File: src/logic/lsxp_pkg.sv
`default_nettype none

package lsxp_pkg;

    localparam int addr_width    = 32;
    localparam int data_width    = 32;
    localparam int strb_width    = data_width / 8;
    localparam int no_slvs       = 8;
    localparam int slv_sel_width = 3;
    localparam int region_bits   = 10;  // 1 KiB per slave.
    localparam int unmapped_bits = addr_width - slv_sel_width - region_bits;

    typedef logic [addr_width-1:0] addr_t;
    typedef logic [data_width-1:0] data_t;
    typedef logic [strb_width-1:0] strb_t;
    typedef logic [2:0]            prot_t;
    typedef logic [1:0]            resp_t;

    localparam resp_t resp_okay   = 2'b00;
    localparam resp_t resp_slverr = 2'b10;
    localparam resp_t resp_decerr = 2'b11;

    // front end states.
    localparam logic [1:0] st_idle   = 2'd0;
    localparam logic [1:0] st_busy   = 2'd1;
    localparam logic [1:0] st_resp   = 2'd2;
    localparam logic [1:0] st_paused = 2'd3;

    // apb master states.
    localparam logic [1:0] ap_idle   = 2'd0;
    localparam logic [1:0] ap_setup  = 2'd1;
    localparam logic [1:0] ap_access = 2'd2;

    // one address word, seen raw or split into map fields
    typedef union packed {
        addr_t raw;
        struct packed {
            logic [unmapped_bits-1:0] unmapped;  // must be zero.
            logic [slv_sel_width-1:0] slv_idx;
            logic [region_bits-1:0]   offset;
        } fields;
    } lsxp_addr_u;

endpackage

`default_nettype wire

File: src/logic/lsxp_xfer_if.sv
`timescale 1ns/1ps
`default_nettype none

interface lsxp_xfer_if import lsxp_pkg::*; ();

    logic  start;  // one cycle pulse.
    logic  write;
    addr_t addr;
    prot_t prot;
    data_t wdata;
    strb_t strb;
    logic  done;   // one cycle pulse, carries rdata and resp.
    data_t rdata;
    resp_t resp;

    modport front (
        output start, write, addr, prot, wdata, strb,
        input  done, rdata, resp
    );

    modport apb (
        input  start, write, addr, prot, wdata, strb,
        output done, rdata, resp
    );

endinterface

`default_nettype wire

File: src/logic/lsxp_axil_front.sv
`timescale 1ns/1ps
`default_nettype none

module lsxp_axil_front import lsxp_pkg::*; (
    input  logic       seq,
    input  logic       reset,

    input  logic       pause_req,
    output logic       pause_ack,

    input  addr_t      awaddr,
    input  prot_t      awprot,
    input  logic       awvalid,
    output logic       awready,

    input  data_t      wdata,
    input  strb_t      wstrb,
    input  logic       wvalid,
    output logic       wready,

    output resp_t      bresp,
    output logic       bvalid,
    input  logic       bready,

    input  addr_t      araddr,
    input  prot_t      arprot,
    input  logic       arvalid,
    output logic       arready,

    output data_t      rdata,
    output resp_t      rresp,
    output logic       rvalid,
    input  logic       rready,

    lsxp_xfer_if.front xfer
);

    logic [1:0] state;
    logic       last_read;   // last served was a read.
    logic       wr_pend;
    logic       can_accept;
    logic       take_wr;
    logic       take_rd;
    logic       start_q;

    lsxp_addr_u addr_q;
    logic       write_q;
    prot_t      prot_q;
    data_t      wdata_q;
    strb_t      strb_q;
    data_t      rdata_q;
    resp_t      resp_q;

    assign wr_pend    = awvalid && wvalid;  // aw and w together.
    assign can_accept = (state == st_idle) && !pause_req && !pause_ack;

    // alternate when both sides wait.
    assign take_wr = can_accept && wr_pend && (!arvalid || last_read);
    assign take_rd = can_accept && arvalid && !(wr_pend && last_read);

    assign awready = take_wr;
    assign wready  = take_wr;
    assign arready = take_rd;

    assign bresp = resp_q;
    assign rresp = resp_q;
    assign rdata = rdata_q;

    assign xfer.start = start_q;
    assign xfer.write = write_q;
    assign xfer.addr  = addr_q.raw;
    assign xfer.prot  = prot_q;
    assign xfer.wdata = wdata_q;
    assign xfer.strb  = strb_q;

    always_ff @(posedge seq) begin
        if (reset) begin
            state     <= st_idle;
            last_read <= 1'b0;
            start_q   <= 1'b0;
            bvalid    <= 1'b0;
            rvalid    <= 1'b0;
            pause_ack <= 1'b0;
        end else begin
            start_q <= 1'b0;
            case (state)
                st_idle: begin
                    if (take_wr || take_rd) begin
                        state     <= st_busy;
                        start_q   <= 1'b1;
                        last_read <= take_rd;
                    end else if (pause_req) begin
                        state     <= st_paused;  // only from idle.
                        pause_ack <= 1'b1;
                    end
                end
                st_busy: begin
                    if (xfer.done) begin
                        state  <= st_resp;
                        bvalid <= write_q;
                        rvalid <= !write_q;
                    end
                end
                st_resp: begin
                    if ((bvalid && bready) || (rvalid && rready)) begin
                        state  <= st_idle;
                        bvalid <= 1'b0;
                        rvalid <= 1'b0;
                    end
                end
                st_paused: begin
                    if (!pause_req) begin
                        state     <= st_idle;
                        pause_ack <= 1'b0;
                    end
                end
                default: state <= st_idle;
            endcase
        end
    end

    always_ff @(posedge seq) begin
        if (take_wr) begin
            addr_q.raw <= awaddr;
            prot_q     <= awprot;
            wdata_q    <= wdata;
            strb_q     <= wstrb;
            write_q    <= 1'b1;
        end else if (take_rd) begin
            addr_q.raw <= araddr;
            prot_q     <= arprot;
            write_q    <= 1'b0;
        end
        if ((state == st_busy) && xfer.done) begin
            rdata_q <= xfer.rdata;  // held for b or r.
            resp_q  <= xfer.resp;
        end
    end

endmodule

`default_nettype wire

File: src/logic/lsxp_apb_master.sv
`timescale 1ns/1ps
`default_nettype none

module lsxp_apb_master import lsxp_pkg::*; (
    input  logic                seq,
    input  logic                reset,

    output addr_t               paddr,
    output prot_t               pprot,
    output logic                pwrite,
    output data_t               pwdata,
    output strb_t               pstrb,
    output logic                penable,
    output logic [no_slvs-1:0]  psel,
    input  data_t [no_slvs-1:0] prdata,
    input  logic [no_slvs-1:0]  pready,
    input  logic [no_slvs-1:0]  pslverr,

    lsxp_xfer_if.apb            xfer
);

    logic [1:0]               state;
    lsxp_addr_u               addr_dec;
    logic                     unmapped;
    logic [slv_sel_width-1:0] idx;
    logic                     sel_ready;
    data_t                    sel_rdata;
    logic                     sel_err;
    logic                     done_q;
    data_t                    rdata_q;
    resp_t                    resp_q;

    // payload is stable from start to done.
    assign addr_dec.raw = xfer.addr;
    assign unmapped     = |addr_dec.fields.unmapped;
    assign idx          = addr_dec.fields.slv_idx;

    assign sel_ready = pready[idx];
    assign sel_rdata = prdata[idx];
    assign sel_err   = pslverr[idx];

    assign paddr   = xfer.addr;
    assign pprot   = xfer.prot;
    assign pwrite  = xfer.write;
    assign pwdata  = xfer.wdata;
    assign pstrb   = xfer.write ? xfer.strb : '0;  // apb4 wants zero on reads.
    assign penable = (state == ap_access);

    always_comb begin
        psel = '0;
        if (state != ap_idle) begin
            psel[idx] = 1'b1;
        end
    end

    assign xfer.done  = done_q;
    assign xfer.rdata = rdata_q;
    assign xfer.resp  = resp_q;

    always_ff @(posedge seq) begin
        if (reset) begin
            state  <= ap_idle;
            done_q <= 1'b0;
        end else begin
            done_q <= 1'b0;
            case (state)
                ap_idle: begin
                    if (xfer.start) begin
                        if (unmapped) begin
                            done_q <= 1'b1;  // decode error, no select.
                        end else begin
                            state <= ap_setup;
                        end
                    end
                end
                ap_setup: begin
                    state <= ap_access;
                end
                ap_access: begin
                    if (sel_ready) begin
                        state  <= ap_idle;
                        done_q <= 1'b1;
                    end
                end
                default: state <= ap_idle;
            endcase
        end
    end

    always_ff @(posedge seq) begin
        if ((state == ap_idle) && xfer.start && unmapped) begin
            rdata_q <= '0;
            resp_q  <= resp_decerr;
        end else if ((state == ap_access) && sel_ready) begin
            rdata_q <= sel_rdata;
            resp_q  <= sel_err ? resp_slverr : resp_okay;
        end
    end

endmodule

`default_nettype wire

File: src/logic/lsxp_fabric.sv
`timescale 1ns/1ps
`default_nettype none

module lsxp_fabric import lsxp_pkg::*; (
    input  logic                seq,
    input  logic                reset,

    input  logic                pause_req,
    output logic                pause_ack,

    input  addr_t               awaddr,
    input  prot_t               awprot,
    input  logic                awvalid,
    output logic                awready,
    input  data_t               wdata,
    input  strb_t               wstrb,
    input  logic                wvalid,
    output logic                wready,
    output resp_t               bresp,
    output logic                bvalid,
    input  logic                bready,
    input  addr_t               araddr,
    input  prot_t               arprot,
    input  logic                arvalid,
    output logic                arready,
    output data_t               rdata,
    output resp_t               rresp,
    output logic                rvalid,
    input  logic                rready,

    output addr_t               paddr,
    output prot_t               pprot,
    output logic                pwrite,
    output data_t               pwdata,
    output strb_t               pstrb,
    output logic                penable,
    output logic [no_slvs-1:0]  psel,
    input  data_t [no_slvs-1:0] prdata,
    input  logic [no_slvs-1:0]  pready,
    input  logic [no_slvs-1:0]  pslverr
);

    lsxp_xfer_if xfer ();  // one transfer at a time.

    lsxp_axil_front u_front (
        .seq       (seq),
        .reset     (reset),
        .pause_req (pause_req),
        .pause_ack (pause_ack),
        .awaddr    (awaddr),
        .awprot    (awprot),
        .awvalid   (awvalid),
        .awready   (awready),
        .wdata     (wdata),
        .wstrb     (wstrb),
        .wvalid    (wvalid),
        .wready    (wready),
        .bresp     (bresp),
        .bvalid    (bvalid),
        .bready    (bready),
        .araddr    (araddr),
        .arprot    (arprot),
        .arvalid   (arvalid),
        .arready   (arready),
        .rdata     (rdata),
        .rresp     (rresp),
        .rvalid    (rvalid),
        .rready    (rready),
        .xfer      (xfer.front)
    );

    lsxp_apb_master u_apb (
        .seq     (seq),
        .reset   (reset),
        .paddr   (paddr),
        .pprot   (pprot),
        .pwrite  (pwrite),
        .pwdata  (pwdata),
        .pstrb   (pstrb),
        .penable (penable),
        .psel    (psel),
        .prdata  (prdata),
        .pready  (pready),
        .pslverr (pslverr),
        .xfer    (xfer.apb)
    );

endmodule

`default_nettype wire

File: config.mk
export PLATFORM = sky130hd
export DESIGN_NAME = lsxp_fabric
export DESIGN_NICKNAME = d
export VERILOG_FILES = /design/src/logic/lsxp_pkg.sv /design/src/logic/lsxp_xfer_if.sv /design/src/logic/lsxp_axil_front.sv /design/src/logic/lsxp_apb_master.sv /design/src/logic/lsxp_fabric.sv
export SDC_FILE = /design/constraint.sdc
export NUM_CORES = 1
export LEC_CHECK = 0
export ABC_AREA = 1
export ABC_CLOCK_PERIOD_IN_PS = 3500
export BUFFER_PORTS_ARGS = -buffer_cell sky130_fd_sc_hd__buf_4
export CORE_AREA = 2 2 198 200
export DETAILED_ROUTE_END_ITERATION = 8
export DIE_AREA = 0 0 200 202
export PLACE_DENSITY_LB_ADDON = 0.05
export SLEW_MARGIN = 20
export SYNTH_ARGS = -nofsm -noshare
export SYNTH_HDL_FRONTEND = slang
export SYNTH_SLANG_ARGS = --single-unit
File: constraint.sdc
create_clock -name seq -period 3.5 [get_ports seq]
set_input_delay 0.7 -clock seq [delete_from_list [all_inputs] [get_ports seq]]
set_output_delay 0.7 -clock seq [all_outputs]
set_load 0.01 [all_outputs]
# Yosys cells after proc, flatten, opt, wreduce, memory -nomap -nowiden
# Cells that the tools add are included.
[totals]
ff_bits = 150
inputBits = 386
output_inout_bits = 123
wordCells = 109
[op_classes]
magnitude_cmp = 2
n_eq_ne = 14
n_mux = 39
n_bitwise = 1
n_reduce_logical = 36
[ops]
columns = ["cell", "n"]
rows = [
  ["$bmux 32 s3", 1],
  ["$mux 32", 3],
  ["$reduce_or 19->1", 1],
  ["$mux 2", 9],
  ["$logic_and 1x1->1", 15],
  ["$mux 1", 13],
  ["$ne 2x2->1 const B", 5],
  ["$mux 8", 1],
  ["$pmux 1 s2", 4],
  ["$pmux 2 s4", 1],
  ["$reduce_and 4->1", 2],
  ["$reduce_bool 2->1", 4],
  ["$bmux 1 s3", 2],
  ["$eq 2x2->1 const B", 3],
  ["$mux 3", 2],
  ["$ne 2x1->1 const B", 3],
  ["$pmux 2 s3", 1],
  ["$reduce_and 3->1", 2],
  ["$logic_not 1->1", 5],
  ["$eq 2x1->1 const B", 2],
  ["$logic_not 2->1", 2],
  ["$lt 3x4->1 const B", 1],
  ["$mux 4", 1],
  ["$demux 1 s3", 1],
  ["6 further kinds", 8],
]

# Depth between registers and ports, before layout
# Gate-level depths: netlist of run 1.
[logic_depth]
depth_word = 8
ltp_mapped = 11
ltp_nobuf = 10

# Hierarchy
# From an unflattened synthesis of run 1, not the netlist that was laid out.
[hier_totals]
hier_cells = 1412
hier_area_um2 = 9444.1
[by_module_without_submodules]
columns = ["mod", "n_inst", "cells_each", "area_each_um2", "seq_area_each_um2"]
rows = [
  ["lsxp_apb_master", 1, 1129, 5405.2, 740.7],
  ["lsxp_axil_front", 1, 283, 4038.9, 3313.2],
]

# Worst setup path after synthesis of run 1
# OpenSTA, ideal clock, no wires.
[synth_path]
kind = "input to output"
from = "in pause_req"
to = "out wready"
t_arrival_ns = 2.750
t_required_ns = 2.800
path_slack_ns = 0.050
path_stages = 7
path_buffers = 2
path_cell_list = "inv_1 -> nand2_1 -> nor2_1 -> nand2_1 -> inv_2 -> clkbuf_1 -> buf_4"
[synth_between]
elab_chain_len = 5
[synth_rtl]
columns = ["item", "line", "source"]
rows = [
  ["start: declaration", "lsxp_fabric.sv:8", "input logic pause_req,"],
  ["$logic_not 1->1", "lsxp_axil_front.sv:55", "assign can_accept = (state == st_idle) && !pause_req && !pause_ack;"],
  ["$logic_and 1x1->1 (2 in a row)", "lsxp_axil_front.sv:55", ""],
  ["$logic_and 1x1->1 (2 in a row)", "lsxp_axil_front.sv:58", "assign take_wr = can_accept && wr_pend && (!arvalid || last_read);"],
  ["end: declaration", "lsxp_fabric.sv:18", "output logic wready,"],
]
# Every way passes these cells.

# Worst setup path in the final report of run 1
[layout_path]
from = "reg u_front.addr_q, in the netlist u_front.xfer.addr[11]"
to = "out psel[2]"
[layout_between]
elab_chain_len = 5
word_cells_on_any_way = 6
cone_classes = "order compare (2); mux (3); reduce/logical (1)"
[layout_rtl]
columns = ["item", "line", "source"]
rows = [
  ["start: declaration", "lsxp_axil_front.sv:46", "lsxp_addr_u addr_q;"],
  ["$lt 3x4->1 (not written as such) or $ge 3x1->1 (tied branches)", "lsxp_apb_master.sv:52", "psel[idx] = 1'b1;"],
  ["$logic_and 1x1->1 (not written as such)", "lsxp_apb_master.sv:52", ""],
  ["$mux 1 (not written as such)", "lsxp_apb_master.sv:52", ""],
  ["$demux 1 s3 (*)", "-", ""],
  ["$mux 8 (*)", "lsxp_apb_master.sv:51", "if (state != ap_idle) begin"],
  ["end: declaration", "lsxp_fabric.sv:37", "output logic [no_slvs-1:0] psel,"],
]
# Mark *: on every way between the ends. The rest lies on a longest branch, timed or not.

==> run summary, run 1 <==
The run finished with clean final reports. The logs give 4 for the detailed-routing iteration count for the pre-antenna-repair pass and 39000 microns for the total wire length. In the final layout, the share of cells above drive strength 1 is 30.92%. The number of setup buffers added after CTS is 0. In this run the tool buffered the top-level ports with 508 buffer cells.

The class of the most critical setup path was reg -> out. Entering global routing, the biggest net connects 139 pins. Detailed placement finished with a half-perimeter wire length of 29850 microns. The final setup violation count was 0. The via density per instance is 4.066, and the number of instances in the placed design is 2326. Summing all non-filler instances in the final layout gives an area of 13910 sq um. Overall power consumption after layout is estimated at 6.084 mW. The insertion delay of the later-clocked pin in the worst-skew pair was 430 ps; the placeable core region was 38290 sq um.

The detailed router finished its first iteration with 374 violations. The endpoint of the worst-slack reg-to-reg timing path is u_apb.xfer.resp[1]. The placed instance area is 13260 sq um. Summing every instance area after synthesis gives 9001 sq um.

The initialized floorplan defines 72 standard-cell rows. In this run the static leakage power is 7.780 nW. TritonCTS built the clock tree. In this run the worst hold path is classified as reg -> reg. The cell count of the worst reg-to-reg path is 9. 509 I/O pins were placed. Across every metal layer, demand over resource in global routing totals 19.13%.

The total overflow left after global routing is 0. The slew at the pin closest to its max-slew limit was 823.7 ps. The tools report the number of remaining DRC errors as 0.

The average instance in the mapped netlist occupies 6.653 sq um. The logs give 2010 ps for the data arrival time of the critical path and 0.2851 mV for the worst ir drop on vdd. The die covers 40400 sq um. CTS built an H-tree with a depth of 4.

Sequential cells were found to cover 45.04% of the synthesized design area. The total negative setup slack is 0 ps, and the overall via count from detail_route is 9599. The first global-routing pass estimated 57600 microns of wire. The post-route non-filler standard cell count was 2361; the average wire length per cell after detail routing was 16.52 microns.

STA classifies the critical path endpoint as an output pin. The congestion estimate from routability-driven global placement came to 0.8074. The run gives 9724 as the via count of the first global-routing pass.

STA classifies the critical path startpoint as a flip-flop. The number of antenna violations at the first check in global routing is 5, and the horizontal die dimension is 200 microns. Setup repair after global routing left no endpoint under its margin.

Launching element of the worst setup path: u_front.xfer.addr[11]. The number of nets produced by synthesis is 1744, and the number of clock sinks is 150. The area growth from synthesis to layout works out to 54.54%. Yosys printed 0 warnings. Measured against its own limit, the worst slew margin works out to 44.89%. Across the run, the number of max-cap violations was 0. The logs give 2800 ps for the critical path required time and 0 for the remaining number of nets flagged by the antenna check after routing.

In the finished design, the share of the clock period the worst path needs comes to 77.31%. After layout, the minimum clock period comes to 2706 ps. Once the floorplan was initialized, standard cells occupied 23.51% of the core. For this run, the post-layout net count is 2218.

The cell count after synthesis is 1353, and the clock edge transition at the registers on the reported setup and hold paths is 70 ps. The run gives 0 as the number of pins exceeding their max-slew limit in the final report. The largest fanout on the critical path was 21; the cts-stage hold buffer count was 0. The setup check on the worst reg-to-reg path leaves a slack of 950 ps.

Following the worst setup path forward leads to its endpoint at psel[2]. For the final database, setup skew stands at 11.04 ps. Final hold analysis gives a worst-case slack of 430.3 ps.

In this run, distinct cell masters in the synthesized netlist total 26. For the final hold violation count, the log shows 0. The startpoint identified for the worst register-to-register timing path is u_front.xfer.addr[11]. The total of flip-flops plus latches after synthesis was 150; the number of gates resized after CTS was 0.

The maximum buffer depth of the clock tree was 2; the vertical extent of the die was 202 microns. The run gives 17 as the number of buffers added by the clock tree synthesis step. The tools report the buffer cell driving the clock tree root as sky130_fd_sc_hd__clkbuf_16. The top achievable clock speed was 369.6 MHz; the total power density per cell area was 437.4 nW/um^2.
-- cells by family (layout without fill, tap and decap cells) --
kind of cell | after synthesis | in the layout | share of synthesized area (%)
compound gates | 15 | 15 | 0.9452
fa+ha+maj | 5 | 5 | 0.6950
buf+inv | 363 | 850 | 16.14
flops | 150 | 150 | 45.04
other cells | 0 | 3 | 0
simple gates | 820 | 820 | 37.18
-- cell usage in the layout (no fill, tap or decap), drive strengths merged, types with 4 or more instances in the layout --
cell type  netlist  layout
clkinv           0       6
inv            298     301
or2              4       4
nand2          507     507
nor2           135     135
dfxtp           45      45
ha               5       5
clkbuf          19      20
edfxtp         105     105
nand3          171     171
a21oi            6       6
buf             46     520
o21ai            5       5
-- worst max-delay path: stages (launching register included) --
cell	delay, ps
sky130_fd_sc_hd__edfxtp_1	500
sky130_fd_sc_hd__inv_2	80
sky130_fd_sc_hd__nor2_4	550
sky130_fd_sc_hd__inv_1	160
sky130_fd_sc_hd__nor2_1	160
sky130_fd_sc_hd__buf_4	140
-- power breakdown --
group	switching (mW)	internal, mW
Clock	0.797	1.22
Combinational	1.06	0.769
Sequential	0.113	2.13
-- area by class of cell --
type                            instances  area, sq um
Inverter                              298         1121
Sequential cell                       150         4054
Timing Repair Buffer                  520         3929
Antenna cell                            3        7.507
Multi-Input combinational cell        840         3510
Clock inverter                         12        162.7
Tap cell                              518        648.1
Clock buffer                           20        479.2
Fill cell                            4153        24380
-- state kept, by name, summed over array words and instances, names as in the netlist, 3 cells and up --
signal	cells
u_apb.xfer.rdata	32
u_front.rdata	32
u_front.xfer.addr	32
u_front.xfer.wdata	32
u_front.xfer.strb	4
u_front.xfer.prot	3
-- stage by stage --
| step | setup WS (ps) | util (%) |
|---|---|---|
| 6_report | 794.0 | 36.33 |
| 5_1_grt | 561.2 | 36.33 |
| 4_1_cts | 724.4 | 36.31 |
| 3_5_place_dp | 866.3 | 34.64 |
| 3_3_place_gp | 896.7 | 34.64 |
| 2_1_floorplan | 50.30 | - |
-- routing by layer --
layer	global-route usage [%]	vias up	share of wire (%)
li1	-	4967	-
met1	22.05	4273	41
met2	33.89	321	49
met3	6.057	34	7.9
met4	5.026	4	1.8
met5	0	-	0.054
-- synthesized netlist by cell type --
cell type / number / area share [%]
sky130_fd_sc_hd__nand3_1: 171 / 9.5
sky130_fd_sc_hd__inv_1: 291 / 12
sky130_fd_sc_hd__buf_2: 36 / 2.0
sky130_fd_sc_hd__buf_1: 1 / 0.042
sky130_fd_sc_hd__o211ai_1: 3 / 0.25
sky130_fd_sc_hd__a21oi_1: 6 / 0.33
sky130_fd_sc_hd__buf_4: 6 / 0.50
sky130_fd_sc_hd__inv_2: 7 / 0.29
sky130_fd_sc_hd__o21a_1: 1 / 0.083
sky130_fd_sc_hd__ha_1: 5 / 0.70
sky130_fd_sc_hd__o21ai_1: 1 / 0.056
sky130_fd_sc_hd__o21ai_0: 4 / 0.22
sky130_fd_sc_hd__nor3b_1: 1 / 0.083
sky130_fd_sc_hd__nor2_8: 1 / 0.22
sky130_fd_sc_hd__nand2_2: 1 / 0.070
sky130_fd_sc_hd__nand2_1: 506 / 21
sky130_fd_sc_hd__nor3_1: 2 / 0.11
sky130_fd_sc_hd__buf_6: 3 / 0.38
sky130_fd_sc_hd__clkbuf_1: 19 / 0.79
sky130_fd_sc_hd__nor2_2: 2 / 0.14
sky130_fd_sc_hd__or2_0: 1 / 0.070
sky130_fd_sc_hd__nor2_4: 2 / 0.25
sky130_fd_sc_hd__or2_2: 3 / 0.21
sky130_fd_sc_hd__nor2_1: 130 / 5.4
sky130_fd_sc_hd__dfxtp_1: 45 / 10
sky130_fd_sc_hd__edfxtp_1: 105 / 35
-- worst min path at each step --
| stage | from | to | slack [ps] | cells after the start |
|---|---|---|---|---|
| after floorplan | u_apb.xfer.resp[0] | u_front.bresp[0] | 410 | 0 |
| after global placement | u_apb.xfer.rdata[12] | u_front.rdata[12] | 410 | 0 |
| after detailed placement | u_apb.xfer.rdata[23] | u_front.rdata[23] | 420 | 0 |
| after CTS | wdata[31] | u_front.xfer.wdata[31] | 420 | 1 |
| after global routing | wdata[31] | u_front.xfer.wdata[31] | 420 | 1 |
| final | u_apb.xfer.rdata[31] | u_front.rdata[31] | 430 | 0 |
No activity file was read; power rests on OpenSTA's default activity.
==> inputs of run 2 (changes only) <==
--- a/config.mk
+++ b/config.mk
@@ -5,12 +5,12 @@
 export SDC_FILE = /design/constraint.sdc
 export NUM_CORES = 1
 export LEC_CHECK = 0
-export ABC_AREA = 1
-export ABC_CLOCK_PERIOD_IN_PS = 3500
+export ABC_AREA = 0
+export ABC_CLOCK_PERIOD_IN_PS = 2300
 export BUFFER_PORTS_ARGS = -buffer_cell sky130_fd_sc_hd__buf_4
-export CORE_AREA = 2 2 198 200
+export CORE_AREA = 2 2 200 202
 export DETAILED_ROUTE_END_ITERATION = 8
-export DIE_AREA = 0 0 200 202
+export DIE_AREA = 0 0 202 204
 export PLACE_DENSITY_LB_ADDON = 0.05
 export SLEW_MARGIN = 20
 export SYNTH_ARGS = -nofsm -noshare
==> constraint.sdc (replaced) <==
create_clock -name seq -period 2.3 [get_ports seq]
set_input_delay 0.46 -clock seq [delete_from_list [all_inputs] [get_ports seq]]
set_output_delay 0.46 -clock seq [all_outputs]
set_load 0.01 [all_outputs]
==> run 2 against run 1 <==
  * Wire length down 20%
  * Clock power up 40%
  * Global-route usage down 4.3 points
  * Design area down 6.7%
  * Non-clock buffer count up 21
  * Worst setup slack worse by 700 ps
  * Register-to-register slack worse by 830 ps
  * First-iteration DRC count down 21%
  * Clock skew down 1.3 ps
  * Count of clock-buffer cells in the layout down 3
  * Die area up 2.0%
  * Combinational power up 36%
  * Critical path type unchanged
  * Critical endpoint is now awready
  * Largest power group unchanged
==> run summary, run 2 <==
Final hold violation count: 0 (unchanged). The class of the most critical setup path is reg -> out. Of all cell types, the one taking the most synthesized area is sky130_fd_sc_hd__edfxtp_1. The maximum buffer depth of the clock tree came out at 2 (unchanged). For this run, the leading register cell type out of synthesis is sky130_fd_sc_hd__edfxtp_1. The logs give 68.54% (+24 points) for the worst slew margin relative to its limit and 3944 (-5.0%) for the fill cell total of the finished layout. The sequential power share was 38.1% (+1.2 points); the placement row count was 73 (+1.4%).

The setup slack after placement is 97.22 ps (-769.1 ps). TritonCTS built the clock tree. For the number of nets produced by synthesis, the log shows 881 (-49%). The effective utilization at floorplan is 19.58% (-3.9 points), and the cell count after synthesis is 490 (-64%). The total power density per cell area came out at 659.5 nW/um^2 (+51%). Ratio of cells with drive above 1 in the final layout: 70.29% (+39 points). Leaving out fill and tap cells, the most frequent cell in the layout is sky130_fd_sc_hd__buf_4. The total wire length was 31130 microns (-20%); the worst ir drop on vdd was 0.4423 mV (+55%).

The via density per instance works out to 4.155 (+2.2%). The number of pins exceeding their max-slew limit in the final report was 0 (unchanged). The detailed-placement wirelength estimate is 23780 microns (-20%), and the number of remaining DRC errors is 0 (unchanged). The total global routing track utilization is 14.80% (-4.3 points). The number of H-tree levels is 4 (unchanged).

The buffer cell driving the clock tree root was sky130_fd_sc_hd__clkbuf_16. Number of instances in the placed design: 1502 (-35%). The largest fanout on the critical path was 5 (-76%); the post-layout net count was 1398 (-37%). Setup repair after global routing could not meet its margin everywhere. The remaining number of nets flagged by the antenna check after routing is 0 (unchanged). The final weighted congestion of routability-driven global placement is 0.7270 (-10%).

Max-cap violation count: 0 (unchanged). For the cts-stage hold buffer count, the log shows 0 (unchanged). The endpoint identified for the worst register-to-register timing path is u_apb.xfer.rdata[25].

The setup slack on the worst flop-to-flop path was 120 ps (-830 ps); the horizontal die dimension was 202 microns (+1.0%). The full die area was 41210 sq um (+2.0%). The placeable core region was 39180 sq um (+2.3%). The tools report the reg-to-reg critical path startpoint as u_front.xfer.addr[10].

The clock share of power is 33.0% (about the same), and the vertical extent of the die is 204 microns (+0.99%). The sum of overflow across all layers after global routing is 0 (unchanged). The clock edge transition at the registers on the reported setup and hold paths is 80 ps (about the same). The number of synthesized flops with an enable pin is 105 (unchanged).

The via count of the first global-routing pass was 6964 (-28%). The worst hold path begins at wdata[15]. The flow ran to the end, and the final reports show no timing, DRC or antenna violations. Overall via count from detail_route: 6419 (-33%).

The total of flip-flops plus latches after synthesis was 150 (unchanged); the sequential element share of the synthesized area was 52.84% (+7.8 points). Final setup violation count: 0 (unchanged). After synthesis, the most frequently instantiated cells are sky130_fd_sc_hd__edfxtp_1, sky130_fd_sc_hd__mux4_2, sky130_fd_sc_hd__dfxtp_1. Area growth from synthesis to layout: 69.19%. The cell with the most instances after synthesis was sky130_fd_sc_hd__edfxtp_1. The switching share of power was 29.01% (-3.3 points). The average wire length per cell after detail routing was 20.15 microns (+22%); the port buffer count was 508 (unchanged). The final design utilization came out at 33.13% (-3.2 points). The leakage power was 5.405 nW (-31%). The data arrival time of the critical path came out at 1750 ps (-260 ps).

The worst setup path is captured at an output pin. The min-delay analysis places its worst path in the category in -> reg. Share of power burned in combinational logic: 28.9% (-1.1 points). The post-route non-filler standard cell count was 1545 (-35%); the cell count of the worst reg-to-reg path was 6 (-3).

The logs give 17 (unchanged) for the number of buffers added by the clock tree synthesis step and 2.484 mW (+26%) for the switching power total. For the number of antenna violations at the first check in global routing, the log shows 0 (-5). The critical path required time is 1840 ps (-960 ps), and the number of cells traversed by the worst hold path is 1 (+1). For the antenna cell count, the log shows 0 (-3). The worst hold path endpoint was u_front.xfer.wdata[15].

The tools report the final worst setup slack as 90.41 ps (-703.6 ps). The tools report the number of warning messages in the yosys log as 0 (unchanged). The most critical setup path has its startpoint at u_front.state[0]. The slew at the pin closest to its max-slew limit is 468.7 ps (-355.0 ps). The number of clock sinks was 150 (unchanged). The insertion delay of the later-clocked pin in the worst-skew pair was 440 ps (about the same); the shortest clock period the worst path allows after layout was 2210 ps.

The clock skew after layout is 9.715 ps (-1.323 ps). The initial detailed-routing violation count is 296 (-21%). By area the synthesized netlist is led by sky130_fd_sc_hd__edfxtp_1, sky130_fd_sc_hd__mux4_2, sky130_fd_sc_hd__dfxtp_1. The async set-or-reset flop fraction in the synthesized netlist was 0% (unchanged); the cell internal power dissipation was 6.077 mW (+48%). STA classifies the critical path startpoint as a flip-flop. Area fraction of the dominant cell type after synthesis: 41.10% (+6.1 points).

The tools report the cell area after synthesis as 7672 sq um (-15%). The average cell area after synthesis came out at 15.66 sq um (+140%). For the detailed-routing iteration count for the pre-antenna-repair pass, the log shows 6 (+2). Derived from the worst setup path, the maximum achievable clock frequency is 452.6 MHz. For the number of library cell types mapped by synthesis, the log shows 43 (+65%).

For the number of top-level design ports, the log shows 509 (unchanged). The maximum number of pins on one net before global-route repair was 46 (-67%); the wire length of the first global-routing pass was 44770 microns (-22%). The library cells used most frequently in the layout, excluding fill and tap cells, are sky130_fd_sc_hd__buf_4, sky130_fd_sc_hd__edfxtp_1, sky130_fd_sc_hd__mux4_2, sky130_fd_sc_hd__dfxtp_1, sky130_fd_sc_hd__a21oi_1. The post-route fraction of the period consumed by the critical path was 96.07%.
==> run 2: cell count changes in the layout (fill, tap and decap cells not counted), moves of 8 or more <==
| cell | change |
|---|---|
| sky130_fd_sc_hd__a211oi_2 | +29 |
| sky130_fd_sc_hd__a21oi_1 | +31 |
| sky130_fd_sc_hd__buf_12 | +9 |
| sky130_fd_sc_hd__buf_4 | +8 |
| sky130_fd_sc_hd__inv_1 | -284 |
| sky130_fd_sc_hd__mux2_2 | +36 |
| sky130_fd_sc_hd__mux2i_1 | +34 |
| sky130_fd_sc_hd__mux4_2 | +67 |
| sky130_fd_sc_hd__nand2_1 | -496 |
| sky130_fd_sc_hd__nand3_1 | -169 |
| sky130_fd_sc_hd__nor2_1 | -115 |
==> run 2: layer usage <==
layer | share of wire, % | up-vias | track usage [%]
met2 | 53 | 263 | 26.78
met4 | 1.2 | 0 | 4.228
met5 | 0 | - | 0
li1 | - | 3028 | -
met1 | 37 | 3105 | 16.36
met3 | 8.0 | 23 | 5.150
==> run 2: worst max path at each step <==
| stage | to | slack (ps) | depth (start not counted) |
|---|---|---|---|
| CTS | awready | 0.9 | 6 |
| floorplan | wready | 10 | 7 |
| global route | wready | -10 | 6 |
| finish | awready | 90 | 6 |
| global placement | u_front.xfer.addr[2] | 110 | 6 |
| detailed placement | u_front.xfer.addr[2] | 100 | 6 |
==> run 2: critical path, cell delays in order (launching register included) <==
cell and delay [ps]:
sky130_fd_sc_hd__dfxtp_2 340, sky130_fd_sc_hd__inv_2 80, sky130_fd_sc_hd__ha_4 160, sky130_fd_sc_hd__nor3b_4 240, sky130_fd_sc_hd__o2111a_4 280, sky130_fd_sc_hd__buf_12 110
sky130_fd_sc_hd__buf_4 110
==> run 2: kinds of logic after synthesis <==
logic type | after synthesis | share of synthesized area, %
buffers and inverters | 52 | 3.441
DFF | 150 | 52.84
and+or+nand+nor | 53 | 3.555
muxes | 141 | 29.97
AOI/OAI and AO/OA | 89 | 9.377
adders and majority gates | 5 | 0.8154
==> run 2: timing repair <==
| item | CTS | global route |
|---|---|---|
| buffers inserted | 4 | 5 |
| gates cloned | 2 | 0 |
| pin swaps | 1 | 1 |
| resized for setup | 8 | 4 |
| setup endpoints to repair | 11 | 9 |
==> run 2: power by group through the flow <==
stage | Sequential, mW | Combinational (mW) | Clock, mW
final | 3.26 | 2.47 | 2.83
after global routing | 3.29 | 2.69 | 3.06
after CTS | 3.26 | 2.54 | 2.95
after detailed placement | 3.32 | 2.44 | 0
after global placement | 3.32 | 2.45 | 0
after floorplan | 3.35 | 1.20 | 0
==> run 2: stage by stage <==
stage	area, sq um	hold WS, ps	TNS (ps)	power, mW
6_report	12980	188.3	0	8.561
5_1_grt	12980	161.6	-22.63	9.029
4_1_cts	12930	158.2	0	8.754
3_5_place_dp	12230	410.2	0	5.756
3_3_place_gp	12230	410.7	0	5.767
2_1_floorplan	7682	401.8	0	4.550
==> run 2: final cells by class <==
class / instances / area, sq um / area share (%)
Tap cell: 525 / 656.9 / 5.060
Inverter: 9 / 33.78 / 0.2602
Timing Repair Buffer: 541 / 4257 / 32.79
Clock inverter: 15 / 160.2 / 1.234
Multi-Input combinational cell: 288 / 3392 / 26.13
Clock buffer: 17 / 425.4 / 3.277
Sequential cell: 150 / 4056 / 31.25
==> inputs of run 3 (changes only) <==
--- a/config.mk
+++ b/config.mk
@@ -8,9 +8,11 @@
 export ABC_AREA = 0
 export ABC_CLOCK_PERIOD_IN_PS = 2300
 export BUFFER_PORTS_ARGS = -buffer_cell sky130_fd_sc_hd__buf_4
-export CORE_AREA = 2 2 200 202
+export CELL_PAD_IN_SITES_DETAIL_PLACEMENT = 1
+export CELL_PAD_IN_SITES_GLOBAL_PLACEMENT = 2
+export CORE_AREA = 2 2 197 199
 export DETAILED_ROUTE_END_ITERATION = 8
-export DIE_AREA = 0 0 202 204
+export DIE_AREA = 0 0 199 201
 export PLACE_DENSITY_LB_ADDON = 0.05
 export SLEW_MARGIN = 20
 export SYNTH_ARGS = -nofsm -noshare
==> run 3 against run 2 <==
  * Sequential power barely moved
  * Non-clock buffer count rose by 8
  * Sequential share of layout area is 0.18 points lower
  * Clock skew rose by 1.6 ps
  * Final cell count barely moved
  * Wire length is 8.2% higher
==> run summary, run 3 (synthesis gave the netlist of run 2 again) <==
The tools report the overall via count from detail_route as 6601 (+2.8%). The top cell types in the final layout, fill and taps aside, are sky130_fd_sc_hd__buf_4, sky130_fd_sc_hd__edfxtp_1, sky130_fd_sc_hd__mux4_2, sky130_fd_sc_hd__dfxtp_1, sky130_fd_sc_hd__a21oi_1. The vertical extent of the die was 201 microns (-1.5%). The logs give 7345 (+5.5%) for the via count of the first global-routing pass and 27140 microns (+14%) for the detailed-placement wirelength estimate. The final setup violation count was 0 (unchanged); the maximum number of pins on one net before global-route repair was 40 (-13%).

The run gives 0.7260 (-0.14%) as the final weighted congestion of routability-driven global placement. The logs give 0 (unchanged) for the antenna cell count and 1840 ps (about the same) for the critical path required time. The horizontal die dimension came out at 199 microns (-1.5%).

The data arrival time of the critical path came out at 1760 ps (about the same). The max-cap violation count was 0 (unchanged); the placeable core region was 38110 sq um (-2.7%). The shortest clock period the worst path allows after layout came out at 2216 ps (+6.105 ps). The leading cell type in the layout, fill and taps excluded was sky130_fd_sc_hd__buf_4. The run gives 150 (unchanged) as the number of clock sinks. The post-layout net count was 1406 (+0.57%).

The logs give 6 (unchanged) for the detailed-routing iteration count for the pre-antenna-repair pass and 0 (unchanged) for the number of remaining DRC errors. The port buffer count was 508 (unchanged); the remaining number of nets flagged by the antenna check after routing was 0 (unchanged). The run gives 110 ps (about the same) as the setup slack on the worst flop-to-flop path. The clock edge transition at the registers on the reported setup and hold paths is 80 ps (about the same), and the effective utilization at floorplan is 20.13% (+0.55 points). The number of instances in the placed design came out at 1508 (+0.40%).

The endpoint identified for the worst register-to-register timing path is u_apb.xfer.rdata[25]. The logs give 1546 (+0.065%) for the post-route non-filler standard cell count and 0.4097 mV (-7.4%) for the worst ir drop on vdd. The initial detailed-routing violation count was 243 (-18%).

Number of H-tree levels: 4 (unchanged). TritonCTS built the clock tree. The most critical setup path has its startpoint at u_front.state[1].

The via density per instance came out at 4.270 (+2.8%). For the number of pins exceeding their max-slew limit in the final report, the log shows 0 (unchanged). The ratio of cells with drive above 1 in the final layout was 70.53% (+0.23 points); the number of buffers added by the clock tree synthesis step was 17 (unchanged). Reg-to-reg critical path startpoint: u_front.xfer.addr[10]. The area growth from synthesis to layout is 70.08%. The logs give 430 ps (about the same) for the insertion delay of the later-clocked pin in the worst-skew pair and 0 (unchanged) for the number of antenna violations at the first check in global routing. The logs give 451.3 MHz (-0.28%) for the top achievable clock speed and 0 (unchanged) for the final hold violation count. The critical path in this run is classified as reg -> out. The cell count of the worst reg-to-reg path works out to 6 (unchanged).

The post-route fraction of the period consumed by the critical path was 96.33% (+0.27 points); the total power density per cell area was 668.3 nW/um^2 (+1.3%). The run gives 16.55% (+1.7 points) as the total global routing track utilization. STA classifies the critical path endpoint as an output pin. Maximum buffer depth of the clock tree: 2 (unchanged). The worst hold margin is 195.1 ps (+6.799 ps), and the wire length of the first global-routing pass is 48050 microns (+7.3%).

The cts-stage hold buffer count is 0 (unchanged). The logs give 13050 sq um (+0.52%) for the final cell area excluding filler cells and 72 (-1.4%) for the placement row count. Setup repair after global routing left no endpoint under its margin. For the total negative setup slack, the log shows 0 ps (unchanged).

The clock skew after layout was 11.27 ps (+1.559 ps). The slew at the pin closest to its max-slew limit was 501.4 ps (+32.73 ps). The tools report the leakage power as 5.439 nW (+0.62%).

The average wire length per cell after detail routing is 21.78 microns (+8.1%). The worst setup path is launched from a flip-flop. Capturing instance or port of the critical path: wready. Number of top-level design ports: 509 (unchanged). The full die area is 40000 sq um (-2.9%). Largest fanout on the critical path: 4 (-1).

The min-delay analysis places its worst path in the category in -> reg. The flow ran to the end, and the final reports show no timing, DRC or antenna violations. The placed instance area was 12350 sq um (+1.0%); the sum of overflow across all layers after global routing was 0 (unchanged). The total wire length was 33670 microns (+8.2%); the worst slew margin relative to its limit was 66.57% (-2.0 points).

The tools report the buffer cell driving the clock tree root as sky130_fd_sc_hd__clkbuf_16.
## run 3: what timing repair did
action                                  4_1_cts  5_1_grt
pin swaps                                     1        0
endpoints found under the setup margin       10       10
resized for setup                             4        5
setup buffers                                 5        0
cloned                                        1        0
hold endpoints to repair                      0        0
## run 3: final cells by class
| type | count | area, sq um |
|---|---|---|
| fillers | 4162 | 25060 |
| repair buffers | 549 | 4325 |
| flip-flops and latches | 150 | 4054 |
| multi-input cells | 288 | 3386 |
| well taps | 518 | 648.1 |
| clock buffers | 17 | 425.4 |
| clock inverters | 15 | 176.4 |
| inverters | 9 | 33.78 |
## run 3: worst min-delay path by stage
stage,endpoint,start,cells after the start
global route,u_front.xfer.wdata[2],wdata[2],1
floorplan,u_front.bresp[1],u_apb.xfer.resp[1],0
finish,u_front.xfer.wdata[22],wdata[22],1
global placement,u_front.bresp[1],u_apb.xfer.resp[1],0
detailed placement,u_front.rdata[5],u_apb.xfer.rdata[5],0
CTS,u_front.xfer.wdata[21],wdata[21],1
## run 3: per-layer routing
layer,vias to the layer above,GRT usage [%],share of wire [%]
li1,3033,-,-
met1,3253,18.12,38
met2,301,29.42,52
met3,14,7.040,10
met4,0,3.758,0.87
met5,-,0,0
## run 3: worst max-delay path, cell delays in order, from the launching register on
cell and delay, ps:
sky130_fd_sc_hd__dfxtp_1 320, sky130_fd_sc_hd__inv_2 80, sky130_fd_sc_hd__ha_2 170, sky130_fd_sc_hd__nor3b_2 160, sky130_fd_sc_hd__buf_4 150, sky130_fd_sc_hd__o2111a_4 220, sky130_fd_sc_hd__buf_12 110, sky130_fd_sc_hd__buf_4 110
## run 3: power breakdown
group	switching [mW]	internal [mW]	total (mW)
clock network	1.38	1.56	2.94
logic	1.10	1.43	2.53
registers	0.119	3.13	3.25
total	2.60	6.12	8.72
## run 3: per-stage QoR
step / utilization (%) / power [mW] / worst slack, ps
finish: 34.24 / 8.721 / 84.31
global route: 34.24 / 9.187 / 1.111
CTS: 34.20 / 8.901 / 20.48
detailed placement: 32.42 / 5.877 / 102.8
global placement: 32.42 / 5.885 / 122.2
floorplan: - / 4.550 / 11.22
